$ cat src/hdl/apb_pkg.sv
package apb_pkg;

    // ########################################
    // bus field types.
    // ########################################

    typedef logic [31:0] addr_t;
    typedef logic [31:0] data_t;
    typedef logic [3:0]  strb_t;
    typedef logic [2:0]  prot_t;

    // decoded target of an access.
    typedef enum logic [1:0] {
        region_fast,
        region_slow,
        region_none
    } region_t;

    // ########################################
    // address map by the top nibble of paddr.
    // ########################################

    localparam logic [3:0] fast_nibble    = 4'h0;
    localparam logic [3:0] slow_nibble_lo = 4'ha;
    localparam logic [3:0] slow_nibble_hi = 4'hb;

    function automatic region_t region_of(input addr_t addr);
        logic [3:0] nibble;
        nibble = addr[31:28];
        if (nibble == fast_nibble) begin
            return region_fast;
        end
        if (nibble == slow_nibble_lo || nibble == slow_nibble_hi) begin
            return region_slow;
        end
        return region_none;
    endfunction

endpackage

$ cat src/hdl/apb_if.sv
`timescale 1ns/100ps

interface apb_if
    import apb_pkg::*;
();

    addr_t paddr;
    logic  psel;
    logic  penable;
    prot_t pprot;
    logic  pwrite;
    data_t pwdata;
    strb_t pstrb;
    logic  pready;
    data_t prdata;
    logic  pslverr;

    // side that starts transfers.
    modport requester (
        output paddr, psel, penable, pprot, pwrite, pwdata, pstrb,
        input  pready, prdata, pslverr
    );

    modport completer (
        input  paddr, psel, penable, pprot, pwrite, pwdata, pstrb,
        output pready, prdata, pslverr
    );

endinterface

$ cat src/hdl/apb_decoder.sv
`timescale 1ns/100ps

module apb_decoder
    import apb_pkg::*;
(
    apb_if.completer bus,
    apb_if.requester fast,
    apb_if.requester slow
);

    region_t region;
    logic    access;

    assign region = region_of(bus.paddr);
    assign access = bus.psel && bus.penable;

    // both rams see the request, only one gets psel.
    assign fast.paddr   = bus.paddr;
    assign fast.penable = bus.penable;
    assign fast.pprot   = bus.pprot;
    assign fast.pwrite  = bus.pwrite;
    assign fast.pwdata  = bus.pwdata;
    assign fast.pstrb   = bus.pstrb;
    assign fast.psel    = bus.psel && (region == region_fast);

    assign slow.paddr   = bus.paddr;
    assign slow.penable = bus.penable;
    assign slow.pprot   = bus.pprot;
    assign slow.pwrite  = bus.pwrite;
    assign slow.pwdata  = bus.pwdata;
    assign slow.pstrb   = bus.pstrb;
    assign slow.psel    = bus.psel && (region == region_slow);

    always_comb begin
        case (region)
            region_fast: begin
                bus.pready  = fast.pready;
                bus.prdata  = fast.prdata;
                bus.pslverr = fast.pslverr;
            end
            region_slow: begin
                bus.pready  = slow.pready;
                bus.prdata  = slow.prdata;
                bus.pslverr = slow.pslverr;
            end
            default: begin
                bus.pready  = access;   // unmapped, error on first access cycle.
                bus.prdata  = '0;
                bus.pslverr = access;
            end
        endcase
    end

endmodule

$ cat src/flat_wrapper.sv
// flat-port wrapper written by rule: the top's interface ports become plain ports
module apb_decoder_flat import apb_pkg::*;
  (bus_paddr, bus_psel, bus_penable, bus_pprot, bus_pwrite, bus_pwdata, bus_pstrb, bus_pready, bus_prdata, bus_pslverr, fast_paddr, fast_psel, fast_penable, fast_pprot, fast_pwrite, fast_pwdata, fast_pstrb, fast_pready, fast_prdata, fast_pslverr, slow_paddr, slow_psel, slow_penable, slow_pprot, slow_pwrite, slow_pwdata, slow_pstrb, slow_pready, slow_prdata, slow_pslverr);
  apb_if bus_i ();
  apb_if fast_i ();
  apb_if slow_i ();
  input wire logic [$bits(bus_i.paddr)-1:0] bus_paddr;
  input wire logic [$bits(bus_i.psel)-1:0] bus_psel;
  input wire logic [$bits(bus_i.penable)-1:0] bus_penable;
  input wire logic [$bits(bus_i.pprot)-1:0] bus_pprot;
  input wire logic [$bits(bus_i.pwrite)-1:0] bus_pwrite;
  input wire logic [$bits(bus_i.pwdata)-1:0] bus_pwdata;
  input wire logic [$bits(bus_i.pstrb)-1:0] bus_pstrb;
  output wire logic [$bits(bus_i.pready)-1:0] bus_pready;
  output wire logic [$bits(bus_i.prdata)-1:0] bus_prdata;
  output wire logic [$bits(bus_i.pslverr)-1:0] bus_pslverr;
  output wire logic [$bits(fast_i.paddr)-1:0] fast_paddr;
  output wire logic [$bits(fast_i.psel)-1:0] fast_psel;
  output wire logic [$bits(fast_i.penable)-1:0] fast_penable;
  output wire logic [$bits(fast_i.pprot)-1:0] fast_pprot;
  output wire logic [$bits(fast_i.pwrite)-1:0] fast_pwrite;
  output wire logic [$bits(fast_i.pwdata)-1:0] fast_pwdata;
  output wire logic [$bits(fast_i.pstrb)-1:0] fast_pstrb;
  input wire logic [$bits(fast_i.pready)-1:0] fast_pready;
  input wire logic [$bits(fast_i.prdata)-1:0] fast_prdata;
  input wire logic [$bits(fast_i.pslverr)-1:0] fast_pslverr;
  output wire logic [$bits(slow_i.paddr)-1:0] slow_paddr;
  output wire logic [$bits(slow_i.psel)-1:0] slow_psel;
  output wire logic [$bits(slow_i.penable)-1:0] slow_penable;
  output wire logic [$bits(slow_i.pprot)-1:0] slow_pprot;
  output wire logic [$bits(slow_i.pwrite)-1:0] slow_pwrite;
  output wire logic [$bits(slow_i.pwdata)-1:0] slow_pwdata;
  output wire logic [$bits(slow_i.pstrb)-1:0] slow_pstrb;
  input wire logic [$bits(slow_i.pready)-1:0] slow_pready;
  input wire logic [$bits(slow_i.prdata)-1:0] slow_prdata;
  input wire logic [$bits(slow_i.pslverr)-1:0] slow_pslverr;
  assign bus_i.paddr = bus_paddr;
  assign bus_i.psel = bus_psel;
  assign bus_i.penable = bus_penable;
  assign bus_i.pprot = bus_pprot;
  assign bus_i.pwrite = bus_pwrite;
  assign bus_i.pwdata = bus_pwdata;
  assign bus_i.pstrb = bus_pstrb;
  assign bus_pready = bus_i.pready;
  assign bus_prdata = bus_i.prdata;
  assign bus_pslverr = bus_i.pslverr;
  assign fast_paddr = fast_i.paddr;
  assign fast_psel = fast_i.psel;
  assign fast_penable = fast_i.penable;
  assign fast_pprot = fast_i.pprot;
  assign fast_pwrite = fast_i.pwrite;
  assign fast_pwdata = fast_i.pwdata;
  assign fast_pstrb = fast_i.pstrb;
  assign fast_i.pready = fast_pready;
  assign fast_i.prdata = fast_prdata;
  assign fast_i.pslverr = fast_pslverr;
  assign slow_paddr = slow_i.paddr;
  assign slow_psel = slow_i.psel;
  assign slow_penable = slow_i.penable;
  assign slow_pprot = slow_i.pprot;
  assign slow_pwrite = slow_i.pwrite;
  assign slow_pwdata = slow_i.pwdata;
  assign slow_pstrb = slow_i.pstrb;
  assign slow_i.pready = slow_pready;
  assign slow_i.prdata = slow_prdata;
  assign slow_i.pslverr = slow_pslverr;
  apb_decoder u_core (.bus(bus_i), .fast(fast_i), .slow(slow_i));
endmodule
$ cat config.mk
export PLATFORM = sky130hd
export DESIGN_NAME = apb_decoder_flat
export DESIGN_NICKNAME = d
export VERILOG_FILES = /design/src/hdl/apb_pkg.sv /design/src/hdl/apb_if.sv /design/src/hdl/apb_decoder.sv /design/src/flat_wrapper.sv
export SDC_FILE = /design/constraint.sdc
export NUM_CORES = 1
export LEC_CHECK = 0
export BUFFER_PORTS_ARGS = -buffer_cell sky130_fd_sc_hd__clkbuf_2
export CAP_MARGIN = 10
export CELL_PAD_IN_SITES_DETAIL_PLACEMENT = 2
export CELL_PAD_IN_SITES_GLOBAL_PLACEMENT = 2
export CORE_MARGIN = 2
export CORE_UTILIZATION = 10
export DETAILED_ROUTE_END_ITERATION = 12
export GPL_TIMING_DRIVEN = 0
export PLACE_DENSITY_LB_ADDON = 0.1
export SYNTH_ARGS = -nofsm -noshare
export SYNTH_HDL_FRONTEND = slang
export SYNTH_SLANG_ARGS = --single-unit
$ cat constraint.sdc
create_clock -name vclk -period 2.28
set_input_delay 0.57 -clock vclk [all_inputs]
set_output_delay 0.57 -clock vclk [all_outputs]
set_load 0.01 [all_outputs]
==> reports/qor.yml, run 1 <==
status: "finished clean"
ys_seq_area_share_pct: 0
routed_wl_um: 8440
synth.top_cell.area_share_pct: 74.0
min-delay-start: "bus_pwdata[1]"
crit_fanout: 10
drv_slew: 0
rows: 44
drt_iter0_drc: 4
crit_top_cell: "clkbuf_2"
ir_drop_v: 0.0000440
synthTopCellsByArea: "buf_4, a22o_1, buf_2"
ios: 324
slowest_delay_ns: 0.28
cp.arrival_ns: 1.61
crit_path_top_delay_cell: "nor4_4"
area_delta_synth_final_pct: 105
syn_nets: 335
nFlopsAndLatches: 0
max_cap_violations: 0
whs_path_depth: 2
track_usage_pct: 9.72
num_vias: 2187
final-seq-area_um2: 0
synth_area_mm2: 0.00148
ctsHoldBuffers: 0
drive_gt1_share_pct: 91.4
synth_area_leader_cell: "buf_4"
hold_class: "input port to output pin"
antennaDiodeCount: 0
worst_pin_slew_ns: 0.231
grt_antenna_before_repair: 0
remaining_drc_errors: 0
antenna_left: 0
syn_avg_cell_area_um2: 7.67
port-buffer-count: 256
setup_violations: 0
worstSetupStartpointType: "input port"
path_buf_inv: 4
multi_input_area_um2: 352
grt_max_degree: 11
hold_viol: 0
fillers: 1786
grt_pass1_wl_um: 12600
initial_utilization_pct: 10.2
p_leak_nw: 1.97
final_area_mm2: 0.00304
avgViaCountPerCell: 3.44
p_total_uw: 556
dr.pass1.iters: 3
end_kind: "output pin"
synth_warnings: 0
period_share_pct: 95.7
routabilityCongestion: 0.726
dieArea_mm2: 0.0158
rsz0062_at_grt: "true"
fmax_ghz: 0.458
worst_ep_required_time_ns: 1.71
finalCriticalPeriod_ns: 2.18
critical_path.cell_chain: "clkbuf_2, nor4_4, buf_6, buf_4, a22o_1, clkbuf_2"
grt_pass1_vias: 2377
nNetsFinal: 596
die_w_um: 126
relSlewSlack_pct: 84.5
post_drt_wl_per_cell_um: 13.3
synth_cell_type_count: 10
overflow: 0
path_class: "input port to output pin"
dieHeight_um: 126
hold_path_end: "fast_pwdata[1]"
power_density_mw_per_mm2: 183
critPathTopFamily: "buffers and inverters"
dp_hpwl_um: 8080
syn_inst: 193
n_clock_buffer: 0
postPlaceCellArea_mm2: 0.00299
fp.coreArea_mm2: 0.0145
## cells in the final DEF, fill, tap and decap left out, drive strengths merged
| master | Yosys | routed |
|---|---|---|
| a221o | 2 | 2 |
| a22o | 32 | 32 |
| and2 | 2 | 2 |
| and3b | 1 | 1 |
| buf | 151 | 154 |
| clkbuf | 2 | 258 |
| nand2 | 1 | 1 |
| nor3 | 1 | 1 |
| nor4 | 1 | 1 |
## what timing repair did
action                                  4_1_cts  5_1_grt
gates resized for setup                       8        4
pin swaps                                     1        0
setup buffers                                 3        0
endpoints found under the setup margin       32       31
## stage by stage
stage / hold WS (ns) / setup WS (ns) / cells / utilization (%) / setup TNS, ns
after global routing: 1.33 / -0.0145 / 636 / 21.0 / -0.0538
after CTS: 1.33 / 0.0135 / 636 / 20.9 / 0
after global placement: 1.33 / -0.274 / 633 / 20.7 / -7.79
final: 1.33 / 0.0979 / 636 / 21.0 / 0
after detailed placement: 1.33 / -0.297 / 633 / 20.7 / -8.42
after floorplan: 1.23 / 0.291 / 193 / - / 0
## cell type report
cell class / instances / share of cell area (%)
tap: 184 / 7.57
buffer: 153 / 37.9
multi-input combinational: 40 / 11.6
timing repair buffer: 259 / 43.0
## kinds of logic (layout without fill, tap and decap cells)
family | count (synthesis) | in the layout | synth area share (%)
and+or+nand+nor | 6 | 6 | 3.47
AOI/OAI and AO/OA | 34 | 34 | 20.3
buffers and inverters | 153 | 412 | 76.2
## report_power, final
| part | internal, mW | switching (mW) |
|---|---|---|
| combinational | 0.331 | 0.225 |
| sequential | 0 | 0 |
| clock | 0 | 0 |
| total | 0.331 | 0.225 |
## routing by layer
layer	routed length (um)	track usage, %	vias up
li1	-	-	1018
met1	2420	9.00	990
met2	4940	21.1	179
met3	1080	3.31	0
met4	0	0	0
met5	0	0	-
## cells in the mapped netlist
cell type  number
nor4_4          1
and3b_1         1
nand2_1         1
buf_4         146
a221o_1         2
buf_2           5
nor3_1          1
clkbuf_1        2
a22o_1         32
and2_1          2
## worst max path at each step
stage	cells after the start	endpoint	slack, ns	from
final	6	bus_prdata[14]	0.1	bus_paddr[30]
after global routing	6	bus_prdata[0]	-0.01	bus_paddr[30]
after CTS	6	bus_prdata[7]	0.01	bus_paddr[30]
after detailed placement	5	bus_prdata[9]	-0.30	bus_paddr[29]
after global placement	5	bus_prdata[9]	-0.27	bus_paddr[29]
after floorplan	3	bus_prdata[0]	0.29	bus_paddr[29]
No activity file was read; power rests on OpenSTA's default activity.
==> inputs of run 2 (changes only) <==
--- a/config.mk
+++ b/config.mk
@@ -14,6 +14,7 @@
 export DETAILED_ROUTE_END_ITERATION = 12
 export GPL_TIMING_DRIVEN = 0
 export PLACE_DENSITY_LB_ADDON = 0.1
+export RECOVER_POWER = 100
 export SYNTH_ARGS = -nofsm -noshare
 export SYNTH_HDL_FRONTEND = slang
 export SYNTH_SLANG_ARGS = --single-unit
==> run 2 against run 1 <==
- total power fell by 6.1%
- via count barely moved
- global-route usage is the same
- flip-flop and latch count unchanged
- first-iteration DRC count increased by 50%
- combinational power decreased by 5.9%
- die area did not move
- sequential share of layout area did not move
- wire length up 1.3%
- hold slack improved by 0.021 ns
- non-clock buffer count did not move
- highest routed layer unchanged
==> reports/qor.yml, run 2 (synthesis gave the netlist of run 1 again) <==
critPathTopFamily: "buffers and inverters"  # unchanged
power_density_mw_per_mm2: 183  # about the same
overflow: 0  # unchanged
startpoint: "bus_paddr[30]"  # unchanged
mostFrequentLayoutCell: "buf_4"  # was clkbuf_2
crit_top_cell: "clkbuf_2"  # unchanged
crit_fanout: 10  # unchanged
finalCriticalPeriod_ns: 2.18  # about the same
avgViaCountPerCell: 3.44  # about the same
post_drt_wl_per_cell_um: 13.4  # was 13.3 um
dp_slack_ns: -0.297  # unchanged
ctsHoldBuffers: 0  # unchanged
drv_slew: 0  # unchanged
crit_path_top_delay_cell: "nor4_4"  # unchanged
final-seq-area_um2: 0  # unchanged
p_leak_nw: 1.55  # was 1.97 nW
fillers: 1865  # was 1,786
dieArea_mm2: 0.0158  # unchanged
area_delta_synth_final_pct: 93.4  # was 105%
period_share_pct: 95.8  # was 95.7%
final_area_mm2: 0.00286  # was 0.00304 mm^2
grt_max_degree: 11  # unchanged
grt_antenna_before_repair: 0  # unchanged
antennaDiodeCount: 0  # unchanged
worst_pin_slew_ns: 0.231  # unchanged
nFlopsAndLatches: 0  # unchanged
setup_slack_ns: 0.0953  # was 0.0979 ns
max_cap_violations: 0  # unchanged
track_usage_pct: 9.72  # unchanged
final_cell_mix: "buf_4, clkbuf_1, clkbuf_2, a22o_1"  # was clkbuf_2, buf_4, a22o_1
die_w_um: 126  # unchanged
end_kind: "output pin"  # unchanged
setup_violations: 0  # unchanged
n_clock_buffer: 0  # unchanged
routabilityCongestion: 0.726  # unchanged
port-buffer-count: 256  # unchanged
ios: 324  # unchanged
drt_iter0_drc: 6  # was 4
rsz0062_at_grt: "true"  # unchanged
fmax_ghz: 0.458  # about the same
dieHeight_um: 126  # unchanged
nNetsFinal: 596  # unchanged
routed_wl_um: 8550  # was 8440 um
initial_utilization_pct: 10.2  # unchanged
grt_pass1_wl_um: 12600  # unchanged
antenna_left: 0  # unchanged
path_buf_inv: 4  # unchanged
remaining_drc_errors: 0  # unchanged
postPlaceCellArea_mm2: 0.00299  # unchanged
critical_path.cell_chain: "clkbuf_2, nor4_4, buf_6, buf_4, a22o_1, clkbuf_2"  # unchanged
slowest_delay_ns: 0.28  # about the same
relSlewSlack_pct: 84.5  # unchanged
dr.pass1.iters: 3  # unchanged
grt_pass1_vias: 2377  # unchanged
status: "finished clean"  # unchanged
hold_class: "input port to output pin"  # unchanged
rows: 44  # unchanged
path_class: "input port to output pin"  # unchanged
worst_ep_required_time_ns: 1.71  # about the same
dp_hpwl_um: 8080  # unchanged
drive_gt1_share_pct: 59.7  # was 91.4%
hold_viol: 0  # unchanged
cp.arrival_ns: 1.61  # about the same
worstSetupStartpointType: "input port"  # unchanged
min-delay-start: "bus_paddr[10]"  # was bus_pwdata[1]
ir_drop_v: 0.0000399  # was 0.0000440 V
fin_hold_ws_ns: 1.35  # was 1.33 ns
fp.coreArea_mm2: 0.0145  # unchanged
num_vias: 2186  # was 2,187
-- run 2: changes by cell type in the layout (fill, tap and decap cells not counted) --
cell	before	now
clkbuf_2	256	113
clkbuf_1	0	143
and2_1	2	1
and2_0	0	1
-- run 2: cell type report --
type                       instances  area, um^2  area share [%]
multi-input combinational         40         352            12.3
tap                              184         230            8.04
buffer                           153        1150            40.3
timing repair buffer             259        1130            39.4
-- run 2: where the power goes --
part	switching, mW	internal [mW]
clock	0	0
sequential	0	0
combinational	0.225	0.297
total	0.225	0.297
-- run 2: through the flow --
| stage | std cells | total power [mW] | utilization, % | TNS (ns) |
|---|---|---|---|---|
| finish | 636 | 0.523 | 19.8 | 0 |
| CTS | 636 | 0.569 | 20.9 | 0 |
| global route | 636 | 0.569 | 19.8 | -0.0538 |
| global placement | 633 | 0.557 | 20.7 | -7.79 |
| floorplan | 193 | 0.318 | - | 0 |
| detailed placement | 633 | 0.563 | 20.7 | -8.42 |
-- run 2: what timing repair did --
action                     CTS  global route
setup endpoints to repair   32            31
pin swaps                    1             0
resized for setup            8             4
setup buffers                3             0
cloned                       0             0
hold endpoints to repair     0             0
-- run 2: final timing paths --
kind | cells past startpoint | slack (ns) | to
worst min-delay path | 2 | 1.35 | slow_paddr[10]
worst max-delay path | 6 | 0.1 | bus_prdata[13]
-- run 2: per-layer routing --
metal  up-vias  share of wire, %  track usage, %
met5         -                 0               0
li1       1018                 -               -
met4         0                 0               0
met1       989                29            9.00
met2       179                58            21.1
met3         0                13            3.31
==> inputs of run 3 (changes only) <==
--- a/config.mk
+++ b/config.mk
@@ -9,9 +9,9 @@
 export CAP_MARGIN = 10
 export CELL_PAD_IN_SITES_DETAIL_PLACEMENT = 2
 export CELL_PAD_IN_SITES_GLOBAL_PLACEMENT = 2
-export CORE_MARGIN = 2
-export CORE_UTILIZATION = 10
+export CORE_AREA = 2 2 125 127
 export DETAILED_ROUTE_END_ITERATION = 12
+export DIE_AREA = 0 0 127 129
 export GPL_TIMING_DRIVEN = 0
 export PLACE_DENSITY_LB_ADDON = 0.1
 export RECOVER_POWER = 100
==> constraint.sdc (replaced) <==
create_clock -name vclk -period 1.9
set_input_delay 0.475 -clock vclk [all_inputs]
set_output_delay 0.475 -clock vclk [all_outputs]
set_load 0.01 [all_outputs]
==> run 3 against run 2 <==
- the flow now finishes with violations (setup timing)
- die area up 3.8%
- via count up 1.2%
- critical path type unchanged
- hold slack got worse by 0.19 ns
- utilization grew 0.71 points
- critical endpoint is now bus_pready
- combinational power up 26%
- largest cell class unchanged
==> reports/qor.yml, run 3 (synthesis gave the netlist of run 1 again) <==
final_cell_mix: "buf_4, clkbuf_1, clkbuf_2, a22o_1, buf_2"  # was buf_4, clkbuf_1, clkbuf_2, a22o_1
max_cap_violations: 0  # unchanged
grt_pass1_wl_um: 11800  # was 12,600 um
routed_wl_um: 8560  # was 8550 um
ios: 324  # unchanged
mostFrequentLayoutCell: "buf_4"  # unchanged
ctsHoldBuffers: 0  # unchanged
remaining_drc_errors: 0  # unchanged
placedCellCount: 637  # was 633
relSlewSlack_pct: 86.5  # was 84.5%
drive_gt1_share_pct: 60.1  # was 59.7%
hold_viol: 0  # unchanged
postPlaceCellArea_mm2: 0.00300  # was 0.00299 mm^2
status: "finished, violations left"  # was finished clean
cp.arrival_ns: 1.53  # was 1.61 ns
end_kind: "output pin"  # unchanged
p_leak_nw: 1.63  # was 1.55 nW
port-buffer-count: 256  # unchanged
num_vias: 2213  # was 2,186
die_w_um: 127  # was 126 um
final-seq-area_um2: 0  # unchanged
period_share_pct: 105
fillers: 1910  # was 1,865
grt_pass1_vias: 2281  # was 2,377
rows: 45  # was 44
post_drt_wl_per_cell_um: 13.3  # was 13.4 um
nFlopsAndLatches: 0  # unchanged
power_density_mw_per_mm2: 215  # was 183 mW/mm^2
dp_slack_ns: -0.558  # was -0.297 ns
track_usage_pct: 8.88  # was 9.72%
setup_slack_ns: -0.103  # was 0.0953 ns
stdcell_count: 644  # was 636
routabilityCongestion: 0.695  # was 0.726
drt_iter0_drc: 18  # was 6
hold_class: "input port to output pin"  # unchanged
worstSetupStartpointType: "input port"  # unchanged
worst_ep_required_time_ns: 1.42  # was 1.71 ns
fp.coreArea_mm2: 0.0150  # was 0.0145 mm^2
fin_hold_ws_ns: 1.16  # was 1.35 ns
rsz0062_at_grt: "true"  # unchanged
violations: "setup timing"
drv_slew: 0  # unchanged
dieArea_mm2: 0.0164  # was 0.0158 mm^2
grt_max_degree: 11  # unchanged
fmax_ghz: 0.499
nNetsFinal: 600  # was 596
antennaDiodeCount: 0  # unchanged
overflow: 0  # unchanged
dp_hpwl_um: 7970  # was 8080 um
n_clock_buffer: 0  # unchanged
ir_drop_v: 0.0000552  # was 0.0000399 V
dieHeight_um: 129  # was 126 um
grt_antenna_before_repair: 0  # unchanged
area_delta_synth_final_pct: 107  # was 93.4%
initial_utilization_pct: 9.88  # was 10.2%
worst_pin_slew_ns: 0.202  # was 0.231 ns
final_area_mm2: 0.00307  # was 0.00286 mm^2
dr.pass1.iters: 4  # was 3
antenna_left: 0  # unchanged
finalCriticalPeriod_ns: 2.00
multi_input_area_um2: 365  # was 352 um^2
avgViaCountPerCell: 3.44  # about the same
path_class: "input port to output pin"  # unchanged
setup_violations: 35  # was 0
crit_fanout: 7  # was 10
tns_ns: -2.03  # was 0 ns
==> run 3: layout make-up <==
class | instances | area share [%]
buffer | 153 | 38.9
tap | 188 | 7.67
multi-input combinational | 40 | 11.9
timing repair buffer | 263 | 41.5
==> run 3: critical path: stages <==
cell	delay (ns)
clkbuf_16	0.13
nor4_4	0.27
buf_6	0.21
nor3_4	0.05
a221o_1	0.26
clkbuf_2	0.14
==> run 3: final timing paths <==
check,cells after the start,end,slack [ns],start
setup / recovery,6,bus_pready,-0.10,bus_paddr[30]
hold / removal,2,fast_pwdata[23],1.16,bus_pwdata[23]
==> run 3: where the power goes <==
group          leakage, nW  switching, mW  internal, mW  total, mW
registers                0              0             0          0
logic                 1.63          0.276         0.384      0.660
clock network            0              0             0          0
total                 1.63          0.276         0.384      0.660
==> run 3: routing by layer <==
layer  part of all wire [%]  GRT usage (%)
met1                     29           8.35
met2                     60           20.1
met3                     11           1.95
met4                  0.012              0
met5                      0              0
==> run 3: what timing repair did <==
item / in CTS / in global routing
pin swaps: 12 / 1
setup endpoints to repair: 36 / 36
gates resized for setup: 27 / 43
gates cloned: 1 / 1
setup buffers: 4 / 1
==> run 3: per-stage QoR <==
step / util (%) / power, mW
floorplan: - / 0.382
global placement: 20.0 / 0.669
detailed placement: 20.0 / 0.675
CTS: 21.1 / 0.702
global route: 20.5 / 0.713
finish: 20.5 / 0.660
