<file path="src/hdl/apb_pkg.sv">
package apb_pkg;

    // ########################################
    // bus field types.
    // ########################################

    typedef logic [31:0] addr_t;
    typedef logic [31:0] data_t;
    typedef logic [3:0]  strb_t;
    typedef logic [2:0]  prot_t;

    // decoded target of an access.
    typedef enum logic [1:0] {
        region_fast,
        region_slow,
        region_none
    } region_t;

    // ########################################
    // address map by the top nibble of paddr.
    // ########################################

    localparam logic [3:0] fast_nibble    = 4'h0;
    localparam logic [3:0] slow_nibble_lo = 4'ha;
    localparam logic [3:0] slow_nibble_hi = 4'hb;

    function automatic region_t region_of(input addr_t addr);
        logic [3:0] nibble;
        nibble = addr[31:28];
        if (nibble == fast_nibble) begin
            return region_fast;
        end
        if (nibble == slow_nibble_lo || nibble == slow_nibble_hi) begin
            return region_slow;
        end
        return region_none;
    endfunction

endpackage

</file>
<file path="src/hdl/apb_if.sv">
`timescale 1ns/100ps

interface apb_if
    import apb_pkg::*;
();

    addr_t paddr;
    logic  psel;
    logic  penable;
    prot_t pprot;
    logic  pwrite;
    data_t pwdata;
    strb_t pstrb;
    logic  pready;
    data_t prdata;
    logic  pslverr;

    // side that starts transfers.
    modport requester (
        output paddr, psel, penable, pprot, pwrite, pwdata, pstrb,
        input  pready, prdata, pslverr
    );

    modport completer (
        input  paddr, psel, penable, pprot, pwrite, pwdata, pstrb,
        output pready, prdata, pslverr
    );

endinterface

</file>
<file path="src/hdl/apb_arbiter.sv">
`timescale 1ns/100ps

module apb_arbiter
    import apb_pkg::*;
(
    input  logic   clock,
    input  logic   reset,

    input  addr_t  a_paddr,
    input  logic   a_psel,
    input  logic   a_penable,
    input  prot_t  a_pprot,
    input  logic   a_pwrite,
    input  data_t  a_pwdata,
    input  strb_t  a_pstrb,
    output logic   a_pready,
    output data_t  a_prdata,
    output logic   a_pslverr,

    input  addr_t  b_paddr,
    input  logic   b_psel,
    input  logic   b_penable,
    input  prot_t  b_pprot,
    input  logic   b_pwrite,
    input  data_t  b_pwdata,
    input  strb_t  b_pstrb,
    output logic   b_pready,
    output data_t  b_prdata,
    output logic   b_pslverr,

    apb_if.requester bus
);

    typedef enum logic [1:0] {
        idle,
        owner_a,
        owner_b
    } owner_t;

    owner_t owner;
    logic   last_b;   // b was served last.
    logic   pick_a;
    logic   pick_b;
    logic   sel_a;
    logic   sel_b;
    logic   bus_done;

    // ########################################
    // grant is decided while the bus is free.
    // ########################################

    always_comb begin
        pick_a = 1'b0;
        pick_b = 1'b0;
        if (owner == idle) begin
            if (a_psel && b_psel) begin
                pick_a = last_b;
                pick_b = !last_b;
            end else begin
                pick_a = a_psel;
                pick_b = b_psel;
            end
        end
    end

    assign sel_a    = (owner == owner_a) || pick_a;
    assign sel_b    = (owner == owner_b) || pick_b;
    assign bus_done = bus.psel && bus.penable && bus.pready;

    always_ff @(posedge clock or posedge reset) begin
        if (reset) begin
            owner  <= idle;
            last_b <= 1'b1;   // so a wins the first tie.
        end else begin
            case (owner)
                idle: begin
                    if (pick_a) owner <= owner_a;
                    else if (pick_b) owner <= owner_b;
                end
                owner_a, owner_b: begin
                    if (bus_done) begin
                        owner  <= idle;
                        last_b <= (owner == owner_b);
                    end
                end
                default: owner <= idle;
            endcase
        end
    end

    // the grant cycle is the internal setup phase, even for a held loser.
    assign bus.psel    = sel_a ? a_psel : (sel_b ? b_psel : 1'b0);
    assign bus.penable = (owner != idle) && bus.psel;
    assign bus.paddr   = sel_b ? b_paddr  : a_paddr;
    assign bus.pprot   = sel_b ? b_pprot  : a_pprot;
    assign bus.pwrite  = sel_b ? b_pwrite : a_pwrite;
    assign bus.pwdata  = sel_b ? b_pwdata : a_pwdata;
    assign bus.pstrb   = sel_b ? b_pstrb  : a_pstrb;

    assign a_pready  = (owner == owner_a) && bus.pready;
    assign a_prdata  = (owner == owner_a) ? bus.prdata : '0;
    assign a_pslverr = (owner == owner_a) && bus.pslverr;
    assign b_pready  = (owner == owner_b) && bus.pready;
    assign b_prdata  = (owner == owner_b) ? bus.prdata : '0;
    assign b_pslverr = (owner == owner_b) && bus.pslverr;

endmodule

</file>
<file path="src/flat_wrapper.sv">
// flat-port wrapper written by rule: the top's interface ports become plain ports
module apb_arbiter_flat import apb_pkg::*;
  (clock, reset, a_paddr, a_psel, a_penable, a_pprot, a_pwrite, a_pwdata, a_pstrb, a_pready, a_prdata, a_pslverr, b_paddr, b_psel, b_penable, b_pprot, b_pwrite, b_pwdata, b_pstrb, b_pready, b_prdata, b_pslverr, bus_paddr, bus_psel, bus_penable, bus_pprot, bus_pwrite, bus_pwdata, bus_pstrb, bus_pready, bus_prdata, bus_pslverr);
  apb_if bus_i ();
  input  logic clock;
  input  logic reset;
  input  addr_t a_paddr;
  input  logic a_psel;
  input  logic a_penable;
  input  prot_t a_pprot;
  input  logic a_pwrite;
  input  data_t a_pwdata;
  input  strb_t a_pstrb;
  output logic a_pready;
  output data_t a_prdata;
  output logic a_pslverr;
  input  addr_t b_paddr;
  input  logic b_psel;
  input  logic b_penable;
  input  prot_t b_pprot;
  input  logic b_pwrite;
  input  data_t b_pwdata;
  input  strb_t b_pstrb;
  output logic b_pready;
  output data_t b_prdata;
  output logic b_pslverr;
  output wire logic [$bits(bus_i.paddr)-1:0] bus_paddr;
  output wire logic [$bits(bus_i.psel)-1:0] bus_psel;
  output wire logic [$bits(bus_i.penable)-1:0] bus_penable;
  output wire logic [$bits(bus_i.pprot)-1:0] bus_pprot;
  output wire logic [$bits(bus_i.pwrite)-1:0] bus_pwrite;
  output wire logic [$bits(bus_i.pwdata)-1:0] bus_pwdata;
  output wire logic [$bits(bus_i.pstrb)-1:0] bus_pstrb;
  input wire logic [$bits(bus_i.pready)-1:0] bus_pready;
  input wire logic [$bits(bus_i.prdata)-1:0] bus_prdata;
  input wire logic [$bits(bus_i.pslverr)-1:0] bus_pslverr;
  assign bus_paddr = bus_i.paddr;
  assign bus_psel = bus_i.psel;
  assign bus_penable = bus_i.penable;
  assign bus_pprot = bus_i.pprot;
  assign bus_pwrite = bus_i.pwrite;
  assign bus_pwdata = bus_i.pwdata;
  assign bus_pstrb = bus_i.pstrb;
  assign bus_i.pready = bus_pready;
  assign bus_i.prdata = bus_prdata;
  assign bus_i.pslverr = bus_pslverr;
  apb_arbiter u_core (.clock(clock), .reset(reset), .a_paddr(a_paddr), .a_psel(a_psel), .a_penable(a_penable), .a_pprot(a_pprot), .a_pwrite(a_pwrite), .a_pwdata(a_pwdata), .a_pstrb(a_pstrb), .a_pready(a_pready), .a_prdata(a_prdata), .a_pslverr(a_pslverr), .b_paddr(b_paddr), .b_psel(b_psel), .b_penable(b_penable), .b_pprot(b_pprot), .b_pwrite(b_pwrite), .b_pwdata(b_pwdata), .b_pstrb(b_pstrb), .b_pready(b_pready), .b_prdata(b_prdata), .b_pslverr(b_pslverr), .bus(bus_i));
endmodule
</file>
<file path="config.mk">
export PLATFORM = sky130hd
export DESIGN_NAME = apb_arbiter_flat
export DESIGN_NICKNAME = d
export VERILOG_FILES = /design/src/hdl/apb_pkg.sv /design/src/hdl/apb_if.sv /design/src/hdl/apb_arbiter.sv /design/src/flat_wrapper.sv
export SDC_FILE = /design/constraint.sdc
export NUM_CORES = 1
export LEC_CHECK = 0
export ABC_AREA = 1
export BUFFER_PORTS_ARGS = -buffer_cell sky130_fd_sc_hd__buf_2
export CORE_AREA = 5 5 124 126
export CTS_CLUSTER_DIAMETER = 150
export DETAILED_ROUTE_END_ITERATION = 10
export DIE_AREA = 0 0 129 131
export PLACE_DENSITY = 0.47
export REMOVE_ABC_BUFFERS = 1
export SYNTH_ARGS = -nofsm -noshare
export SYNTH_HDL_FRONTEND = slang
export SYNTH_SLANG_ARGS = --single-unit
</file>
<file path="constraint.sdc">
create_clock -name clock -period 2.15 [get_ports clock]
set_input_delay 0.3225 -clock clock [delete_from_list [all_inputs] [get_ports clock]]
set_output_delay 0.3225 -clock clock [all_outputs]
set_load 0.05 [all_outputs]
</file>
==> results_dict.tcl, run 1 <==
set metrics [dict create \
    clkSlewWorstSetupHoldPaths_ns 0.03 \
    syn_to_final_growth_pct 169.6 \
    synth_seq_cells 3 \
    dp_hpwl_um 10460 \
    crit_arrival_ns 1.84 \
    wl_per_cell_um 15.46 \
    via_per_inst 3.716 \
    yosysWarnings 0 \
    combPwrFrac_pct 94.9 \
    slew_violations 0 \
    grt_usage_pct 12.28 \
    cp-startpoint "u_core.owner[0]$_DFFE_PP0P_" \
    grt_pass1_wl_um 15940 \
    hold_class "primary input to register" \
    io_buffers 323 \
    ys_seq_area_share_pct 4.423 \
    synth_cell_types 15 \
    power_mw 7.942 \
    p_seq_share_pct 1.3 \
    finalCritPeriodShare_pct 100.6 \
    initial_core_util_pct 12.15 \
    drive_gt1_share_pct 71.26 \
    avgSynthCellArea_um2 6.462 \
    h-tree-depth 1 \
    cts_buffers 3 \
    p_clk_share_pct 3.7 \
    setup_tns_ns -0.1185 \
    crit_path_end_kind "primary output" \
    die-area_mm2 0.01690 \
    cts_tree "done" \
    cap_violations 0 \
    peakVddDrop_v 0.0008107 \
    internal-power_mw 3.342 \
    worst_pin_slew_ns 0.3827 \
    relSlewSlack_pct 74.49 \
    yosys.area.top_type "mux2_2" \
    yosys.area.top_type_share_pct 46.99 \
    drt_pass1_iterations 4 \
    crit_type "register to primary output" \
    finalWorstSetupSlack_ns -0.01288 \
    drtAntennaViolNets 0 \
    drc 0 \
    vias 2921 \
    place_ws_ns 0.07619 \
    io_pins 326 \
    finalSetupViolCount 18 \
    clock_sinks 3 \
    routed_wirelength_um 12150 \
    r2r_end "u_core.owner[1]$_DFFE_PP0P_" \
    p_sw_mw 4.600 \
    violations "setup timing" \
    highest_layer "met5" \
    cts_root_buf "clkbuf_16" \
    finalNetCount 790 \
    gp_congestion 0.8013 \
    die_height_um 131 \
    clockBufferDepth 2 \
    r2r-start "u_core.owner[0]$_DFFE_PP0P_" \
    route.met3.wl_um 1635 \
    status "finished with violations" \
    clock.fmax_mhz 462.3 \
    syn_area_mm2 0.001725 \
    nFillCells 1550 \
    synthCells 267 \
    die_w_um 129 \
    synth_flop_cell "dfrtp_1" \
    synth_most_common_cell "nand2_1" \
    power_leakage_nw 3.111 \
    synthTopCellsByCount "nand2_1, inv_1, mux2_2" \
    required_ns 1.83 \
    drt-met1-wl_um 4101 \
    period_needed_ns 2.163 \
    synth-edff-count 0 \
    cellPowerDensity_mw_per_mm2 1707 \
    grt-ovfl-total 0 \
    crit_end "bus_pwdata[28]" \
    skew_ns 0.0009512 \
    antenna_found_initial 1 \
    yosys-top-cells-area "mux2_2, nand2_1, inv_1" \
    first_iter_violations 51 \
    insertion_delay_ns 0.22 \
    rrSetupSlack_ns 0.47 \
    worstPathMaxFanout 11 \
    hold_violations 0 \
    grt_pass1_vias 2842 \
    cp-start-kind "register" \
    met2_length_um 5974 \
    n_antenna_cell 0 \
    ff2ff_path_depth 14 \
    core.rowCount 44 \
    core_mm2 0.01420 \
    grt_start_max_net_pins 36 \
    synthArstFlopShare_pct 100.0 \
    power.share.switching_pct 57.92 \
    rsz0062_at_grt "true" \
]
-- power by group through the flow --
stage | Clock [mW] | Sequential, mW | Combinational [mW]
after global placement | 0 | 0.105 | 5.77
after CTS | 0.303 | 0.105 | 7.04
after global routing | 0.311 | 0.111 | 7.86
after detailed placement | 0 | 0.105 | 5.76
after floorplan | 0 | 0.101 | 4.26
final | 0.297 | 0.105 | 7.54
-- worst min-delay path by stage --
| stage | from | to | slack [ns] | cells after the start |
|---|---|---|---|---|
| floorplan | reset | u_core.owner[0]$_DFFE_PP0P_ | 0.08 | 1 |
| global placement | reset | u_core.owner[1]$_DFFE_PP0P_ | 0.19 | 2 |
| detailed placement | reset | u_core.owner[1]$_DFFE_PP0P_ | 0.19 | 2 |
| CTS | a_psel | u_core.owner[1]$_DFFE_PP0P_ | 0.46 | 4 |
| global route | a_psel | u_core.owner[1]$_DFFE_PP0P_ | 0.50 | 4 |
| finish | a_psel | u_core.owner[1]$_DFFE_PP0P_ | 0.46 | 4 |
-- flip-flops by register name, indices dropped and copies added (netlist names) --
register,count
u_core.owner,2
u_core.last_b,1
-- routing by layer --
layer  global-route usage, %  vias up
met5                       0        -
met4                   4.818        2
met3                   4.797       19
met2                   21.49      205
met1                   13.37     1238
li1                        -     1457
-- cell usage in the layout (no fill, tap or decap) --
cell and n:
buf_12 5, buf_2 249, inv_1 77, clkbuf_16 4
buf_8 42, dfrtp_1 2, dlygate4sd3_1 1, dfstp_2 1
ha_4 2, nand2_1 85, buf_6 38, ha_1 1
nand2_4 1, buf_4 8, nor2_1 1, o21ai_0 1
mux2_2 31, nor2_2 1, buf_16 2, nand3_1 2
clkbuf_1 1, mux2_4 41, nand3_4 1, a21oi_1 1
inv_2 3, nand4_1 1
-- kinds of logic after synthesis --
group                      synth area share [%]
muxes                                     46.99
AOI/OAI and AO/OA                        0.5796
adders and majority gates                 2.176
and+or+nand+nor                           20.81
DFF                                       4.424
buffers and inverters                     25.02
-- layout make-up --
type,instances,area [um^2],area share [%]
clock buffer,4,78.83,1.694
inverter,80,300.3,6.455
multi-input combinational,169,1411,30.34
sequential,3,76.32,1.641
tap,184,230.2,4.949
timing repair buffer,346,2555,54.92
-- per-stage QoR --
stage                     instance area (um^2)  instances  hold slack, ns  utilization, %
after global placement                    3548        770          0.1905           24.98
after CTS                                 4320        784          0.4612           30.42
final                                     4652        786          0.4631           32.75
after detailed placement                  3548        770          0.1941           24.98
after global routing                      4652        786          0.5045           32.75
after floorplan                           1594        252         0.07542               -
-- worst max-delay path, stage by stage (launching register included) --
cell	delay (ns)
dfrtp_1	0.37
inv_2	0.09
buf_6	0.10
ha_4	0.12
inv_2	0.04
nand2_4	0.07
buf_12	0.16
buf_12	0.15
mux2_2	0.34
buf_6	0.16
-- timing repair --
action,4_1_cts,5_1_grt
endpoints found under the hold margin,2,0
hold buffers,1,0
setup endpoints to repair,72,75
gates resized for setup,171,92
gates cloned,2,1
pin swaps,3,2
buffers inserted,7,2
No activity file was read; power rests on OpenSTA's default activity.
==> run 2, diff against run 1 <==
- CTS_CLUSTER_DIAMETER: 150 -> not set
- SETUP_SLACK_MARGIN: not set -> 0.3
==> results_dict.tcl, run 2 (synthesis results as in run 1) <==
set metrics [dict create \
    core_mm2 0.01420 \
    io_pins 326 \
    clockBufferDepth 2 \
    critPathTopFamily "buffers and inverters" \
    relSlewSlack_pct 88.45 \
    initial_core_util_pct 12.15 \
    drt_pass1_iterations 4 \
    period_needed_ns 2.232 \
    drive_gt1_share_pct 81.66 \
    die_w_um 129 \
    path_buf_inv 7 \
    dp_cells 770 \
    violations "setup timing" \
    h-tree-depth 1 \
    power_leakage_nw 3.413 \
    hold_violations 0 \
    max_stage_delay_ns 0.35 \
    nFillCells 1409 \
    cp-start-kind "register" \
    gp_congestion 0.8013 \
    power_mw 8.982 \
    critPathSlowestCell "dfrtp_1" \
    via_per_inst 3.940 \
    dp_hpwl_um 10460 \
    die_height_um 131 \
    required_ns 1.83 \
    finalNetCount 804 \
    clock.fmax_mhz 448.0 \
    cellPowerDensity_mw_per_mm2 1607 \
    worstPathCellList "inv_2, buf_6, ha_4, inv_2, nand2_4, buf_12, buf_12, buf_16, mux2_4, buf_8" \
    first_iter_violations 65 \
    syn_to_final_growth_pct 223.9 \
    grt_usage_pct 12.76 \
    crit_arrival_ns 1.91 \
    finalInstanceArea_mm2 0.005588 \
    top_regs "u_core.owner (2), u_core.last_b (1)" \
    vias 3152 \
    finalSetupViolCount 31 \
    grt_start_max_net_pins 36 \
    insertion_delay_ns 0.23 \
    die-area_mm2 0.01690 \
    grt_pass1_vias 2937 \
    finalCritPeriodShare_pct 103.8 \
    rsz0062_at_grt "true" \
    io_buffers 323 \
    n_antenna_cell 0 \
    final_common_cell "buf_2" \
    crit_type "register to primary output" \
    clock_sinks 3 \
    crit_path_end_kind "primary output" \
    final_cell_mix "buf_2, buf_6, nand2_1, buf_8, inv_1" \
    drc 0 \
    status "finished with violations" \
    cts_tree "done" \
    antenna_found_initial 1 \
    clkSlewWorstSetupHoldPaths_ns 0.03 \
    final_cells 800 \
    grt-ovfl-total 0 \
    cts_buffers 3 \
    finalWorstSetupSlack_ns -0.08230 \
    slew_violations 0 \
    worst_pin_slew_ns 0.1715 \
    drtAntennaViolNets 0 \
    top_register "u_core.owner" \
    routed_wirelength_um 14240 \
    worstPathMaxFanout 7 \
    grt_pass1_wl_um 16550 \
    hold_class "primary input to register" \
    largest_reg_flops 2 \
    cap_violations 0 \
    cts_root_buf "clkbuf_16" \
    place_ws_ns 0.07619 \
    utilization_pct 39.34 \
    peakVddDrop_v 0.0008035 \
    core.rowCount 44 \
    wl_per_cell_um 17.80 \
    skew_ns 0.001237 \
    placedInstanceArea_mm2 0.003548 \
]
## run 2: changes by cell type in the layout (fill, tap and decap cells not counted), moves of 11 or more
| cell | before | now |
|---|---|---|
| buf_8 | 42 | 53 |
| inv_1 | 77 | 48 |
| nand2_1 | 85 | 55 |
| inv_2 | 3 | 32 |
| buf_2 | 249 | 181 |
| buf_6 | 38 | 100 |
| nand2_4 | 1 | 30 |
| mux2_2 | 31 | 45 |
| mux2_4 | 41 | 27 |
## run 2: metrics by stage
| stage | hold slack (ns) | TNS [ns] |
|---|---|---|
| after detailed placement | 0.1941 | 0 |
| after CTS | 0.4714 | -0.6825 |
| after global placement | 0.1905 | 0 |
| after floorplan | 0.07542 | -44.97 |
| after global routing | 0.5159 | -4.626 |
| final | 0.4704 | -1.113 |
## run 2: routing by layer
layer  GRT usage, %  wire length, um  vias up
met2          23.23             7185      245
met3          4.919             1666       32
met5              0               20        -
li1               -                -     1494
met1          13.50             4800     1379
met4          4.262              571        2
## run 2: final timing paths
check                                       startpoint                          end  slack, ns  depth (start not counted)
min in group asynchronous                        reset  u_core.owner[1]$_DFFE_PP0P_       0.50                          3
setup reg to reg           u_core.owner[0]$_DFFE_PP0P_  u_core.owner[1]$_DFFE_PP0P_       0.46                         14
hold / removal                                  a_psel  u_core.owner[1]$_DFFE_PP0P_       0.47                          4
hold reg to reg              u_core.last_b$_DFFE_PP1P_    u_core.last_b$_DFFE_PP1P_       0.53                          2
setup / recovery           u_core.owner[0]$_DFFE_PP0P_                bus_paddr[21]      -0.08                         10
max in group asynchronous                        reset    u_core.last_b$_DFFE_PP1P_       1.44                          3
## run 2: repair_timing
action                                  4_1_cts  5_1_grt
gates cloned                                  3        7
hold buffers                                  1        0
resized for setup                           225      324
endpoints found under the setup margin      111      141
pin swaps                                     3        9
setup buffers                                 8        7
hold endpoints to repair                      2        0
## run 2: cell type report
| cell class | count | area, um^2 | share of cell area (%) |
|---|---|---|---|
| Timing Repair Buffer | 360 | 3311 | 59.25 |
| Multi-Input combinational cell | 169 | 1592 | 28.48 |
| Inverter | 80 | 300.3 | 5.374 |
| Tap cell | 184 | 230.2 | 4.120 |
| Clock buffer | 4 | 78.83 | 1.411 |
| Sequential cell | 3 | 76.32 | 1.366 |
## run 2: power by group
group	switching [mW]	leakage (nW)	internal (mW)
logic	4.89	3.34	3.68
clock network	0.0543	0.0382	0.245
registers	0.0180	0.0361	0.0890
total	4.96	3.41	4.02
## run 2: worst reg2reg max path, cell delays in order (launching register included)
cell,delay [ns]
dfrtp_1,0.38
inv_2,0.09
buf_6,0.10
ha_4,0.12
inv_2,0.04
nand2_4,0.06
buf_6,0.14
buf_4,0.13
nand2_1,0.04
nand2_1,0.08
nand4_1,0.11
nand2_1,0.12
nand2_1,0.07
nand2_1,0.06
nand2_1,0.05
==> run 3, diff against run 2 <==
--- a/config.mk
+++ b/config.mk
@@ -12,3 +12,5 @@
 export DIE_AREA = 0 0 129 131
+export HOLD_SLACK_MARGIN = 0.15
 export PLACE_DENSITY = 0.47
+export RECOVER_POWER = 25
 export REMOVE_ABC_BUFFERS = 1
--- a/constraint.sdc
+++ b/constraint.sdc
@@ -3,2 +3,2 @@
 set_output_delay 0.3225 -clock clock [all_outputs]
-set_load 0.05 [all_outputs]
+set_load 0.1 [all_outputs]
==> results_dict.tcl, run 3 (synthesis results as in run 1) <==
set metrics [dict create \
    io_buffers 323 \
    rrSetupSlack_ns 0.29 \
    h-tree-depth 1 \
    drt_pass1_iterations 3 \
    grt-ovfl-total 0 \
    hold_class "primary input to register" \
    setup_tns_ns -0.03471 \
    io_pins 326 \
    wl_per_cell_um 16.92 \
    drtAntennaViolNets 0 \
    die_w_um 129 \
    die_height_um 131 \
    routed_wirelength_um 13340 \
    place_ws_ns 0.08780 \
    clock.fmax_mhz 463.7 \
    finalWorstSetupSlack_ns -0.006422 \
    cp-start-kind "register" \
    finalCritPeriodShare_pct 100.3 \
    min_from "a_psel" \
    grt_usage_pct 12.92 \
    final_cell_mix "buf_2, buf_12, nand2_1, mux2_2, inv_1" \
    skew_ns 0.001263 \
    insertion_delay_ns 0.22 \
    core_mm2 0.01420 \
    r2r-start "u_core.owner[1]$_DFFE_PP0P_" \
    finalNetCount 792 \
    clockBufferDepth 2 \
    status "finished with violations" \
    largest_reg_flops 2 \
    cts_root_buf "clkbuf_16" \
    relSlewSlack_pct 73.76 \
    top_regs "u_core.owner (2), u_core.last_b (1)" \
    cts_tree "done" \
    dp_hpwl_um 11500 \
    r2r_end "u_core.last_b$_DFFE_PP1P_" \
    gp_congestion 0.7853 \
    grt_pass1_vias 2886 \
    required_ns 1.83 \
    hold_violations 0 \
    drc 0 \
    crit_arrival_ns 1.83 \
    worstPathMaxFanout 23 \
    nFillCells 1389 \
    grt_start_max_net_pins 36 \
    worst_pin_slew_ns 0.3937 \
    drive_gt1_share_pct 81.79 \
    cts_buffers 3 \
    antenna_found_initial 0 \
    cp-startpoint "u_core.owner[1]$_DFFE_PP0P_" \
    violations "setup timing" \
    via_per_inst 3.777 \
    n_antenna_cell 0 \
    ff2ff_path_depth 13 \
    period_needed_ns 2.156 \
    utilization_pct 42.51 \
    crit_path_end_kind "primary output" \
    first_iter_violations 41 \
    slew_violations 0 \
    grt_pass1_wl_um 16840 \
    core.rowCount 44 \
    cap_violations 0 \
    crit_end "bus_paddr[5]" \
    finalSetupViolCount 12 \
    syn_to_final_growth_pct 250.0 \
    top_register "u_core.owner" \
    final_common_cell "buf_2" \
    vias 2976 \
    crit_type "register to primary output" \
    die-area_mm2 0.01690 \
    clock_sinks 3 \
    initial_core_util_pct 12.15 \
    clkSlewWorstSetupHoldPaths_ns 0.03 \
    rsz0062_at_grt "true" \
]
-- run 3: how the worst min path moves through the flow --
| stage | slack, ns | endpoint | cells after the start |
|---|---|---|---|
| floorplan | 0.08 | u_core.owner[0]$_DFFE_PP0P_ | 1 |
| global placement | 0.19 | u_core.owner[1]$_DFFE_PP0P_ | 2 |
| detailed placement | 0.19 | u_core.owner[1]$_DFFE_PP0P_ | 2 |
| CTS | 0.50 | u_core.owner[1]$_DFFE_PP0P_ | 4 |
| global route | 0.54 | u_core.owner[1]$_DFFE_PP0P_ | 4 |
| finish | 0.51 | u_core.owner[1]$_DFFE_PP0P_ | 4 |
-- run 3: critical path, stage by stage (launching register included) --
cell     delay [ns]
dfrtp_1        0.39
inv_2          0.09
ha_4           0.14
nand3_4        0.09
nand2_8        0.13
buf_12         0.19
mux2_2         0.38
buf_12         0.17
-- run 3: area by class of cell --
class,instances,area (um^2),area share [%]
Timing Repair Buffer,348,3887,64.38
Sequential cell,3,76.32,1.264
Multi-Input combinational cell,169,1465,24.26
Tap cell,184,230.2,3.813
Inverter,80,300.3,4.973
Clock buffer,4,78.83,1.305
-- run 3: metal layers --
layer	up-vias	GRT usage (%)	wire length [um]
li1	1466	-	-
met2	192	24.57	7160
met5	-	0	0
met3	6	3.537	1310
met1	1312	14.53	4684
met4	0	2.224	180
-- run 3: per-stage QoR --
stage	area, um^2	cells	hold WS (ns)
2_1_floorplan	1594	252	0.07542
3_3_place_gp	5685	769	0.1870
3_5_place_dp	5685	769	0.1896
4_1_cts	5926	779	0.4992
5_1_grt	6038	788	0.5386
6_report	6038	788	0.5113
-- run 3: what timing repair did --
action                                  CTS  global route
gates resized for setup                  31            87
hold buffers                              1             0
endpoints found under the hold margin     3             0
pin swaps                                 2             6
cloned                                    0             4
setup buffers                             5             5
endpoints found under the setup margin  108           142
Power of run 3 is left out: the tool's default activity adds up to more than one toggle a clock period on the data nets, which glitch-free logic cannot reach.
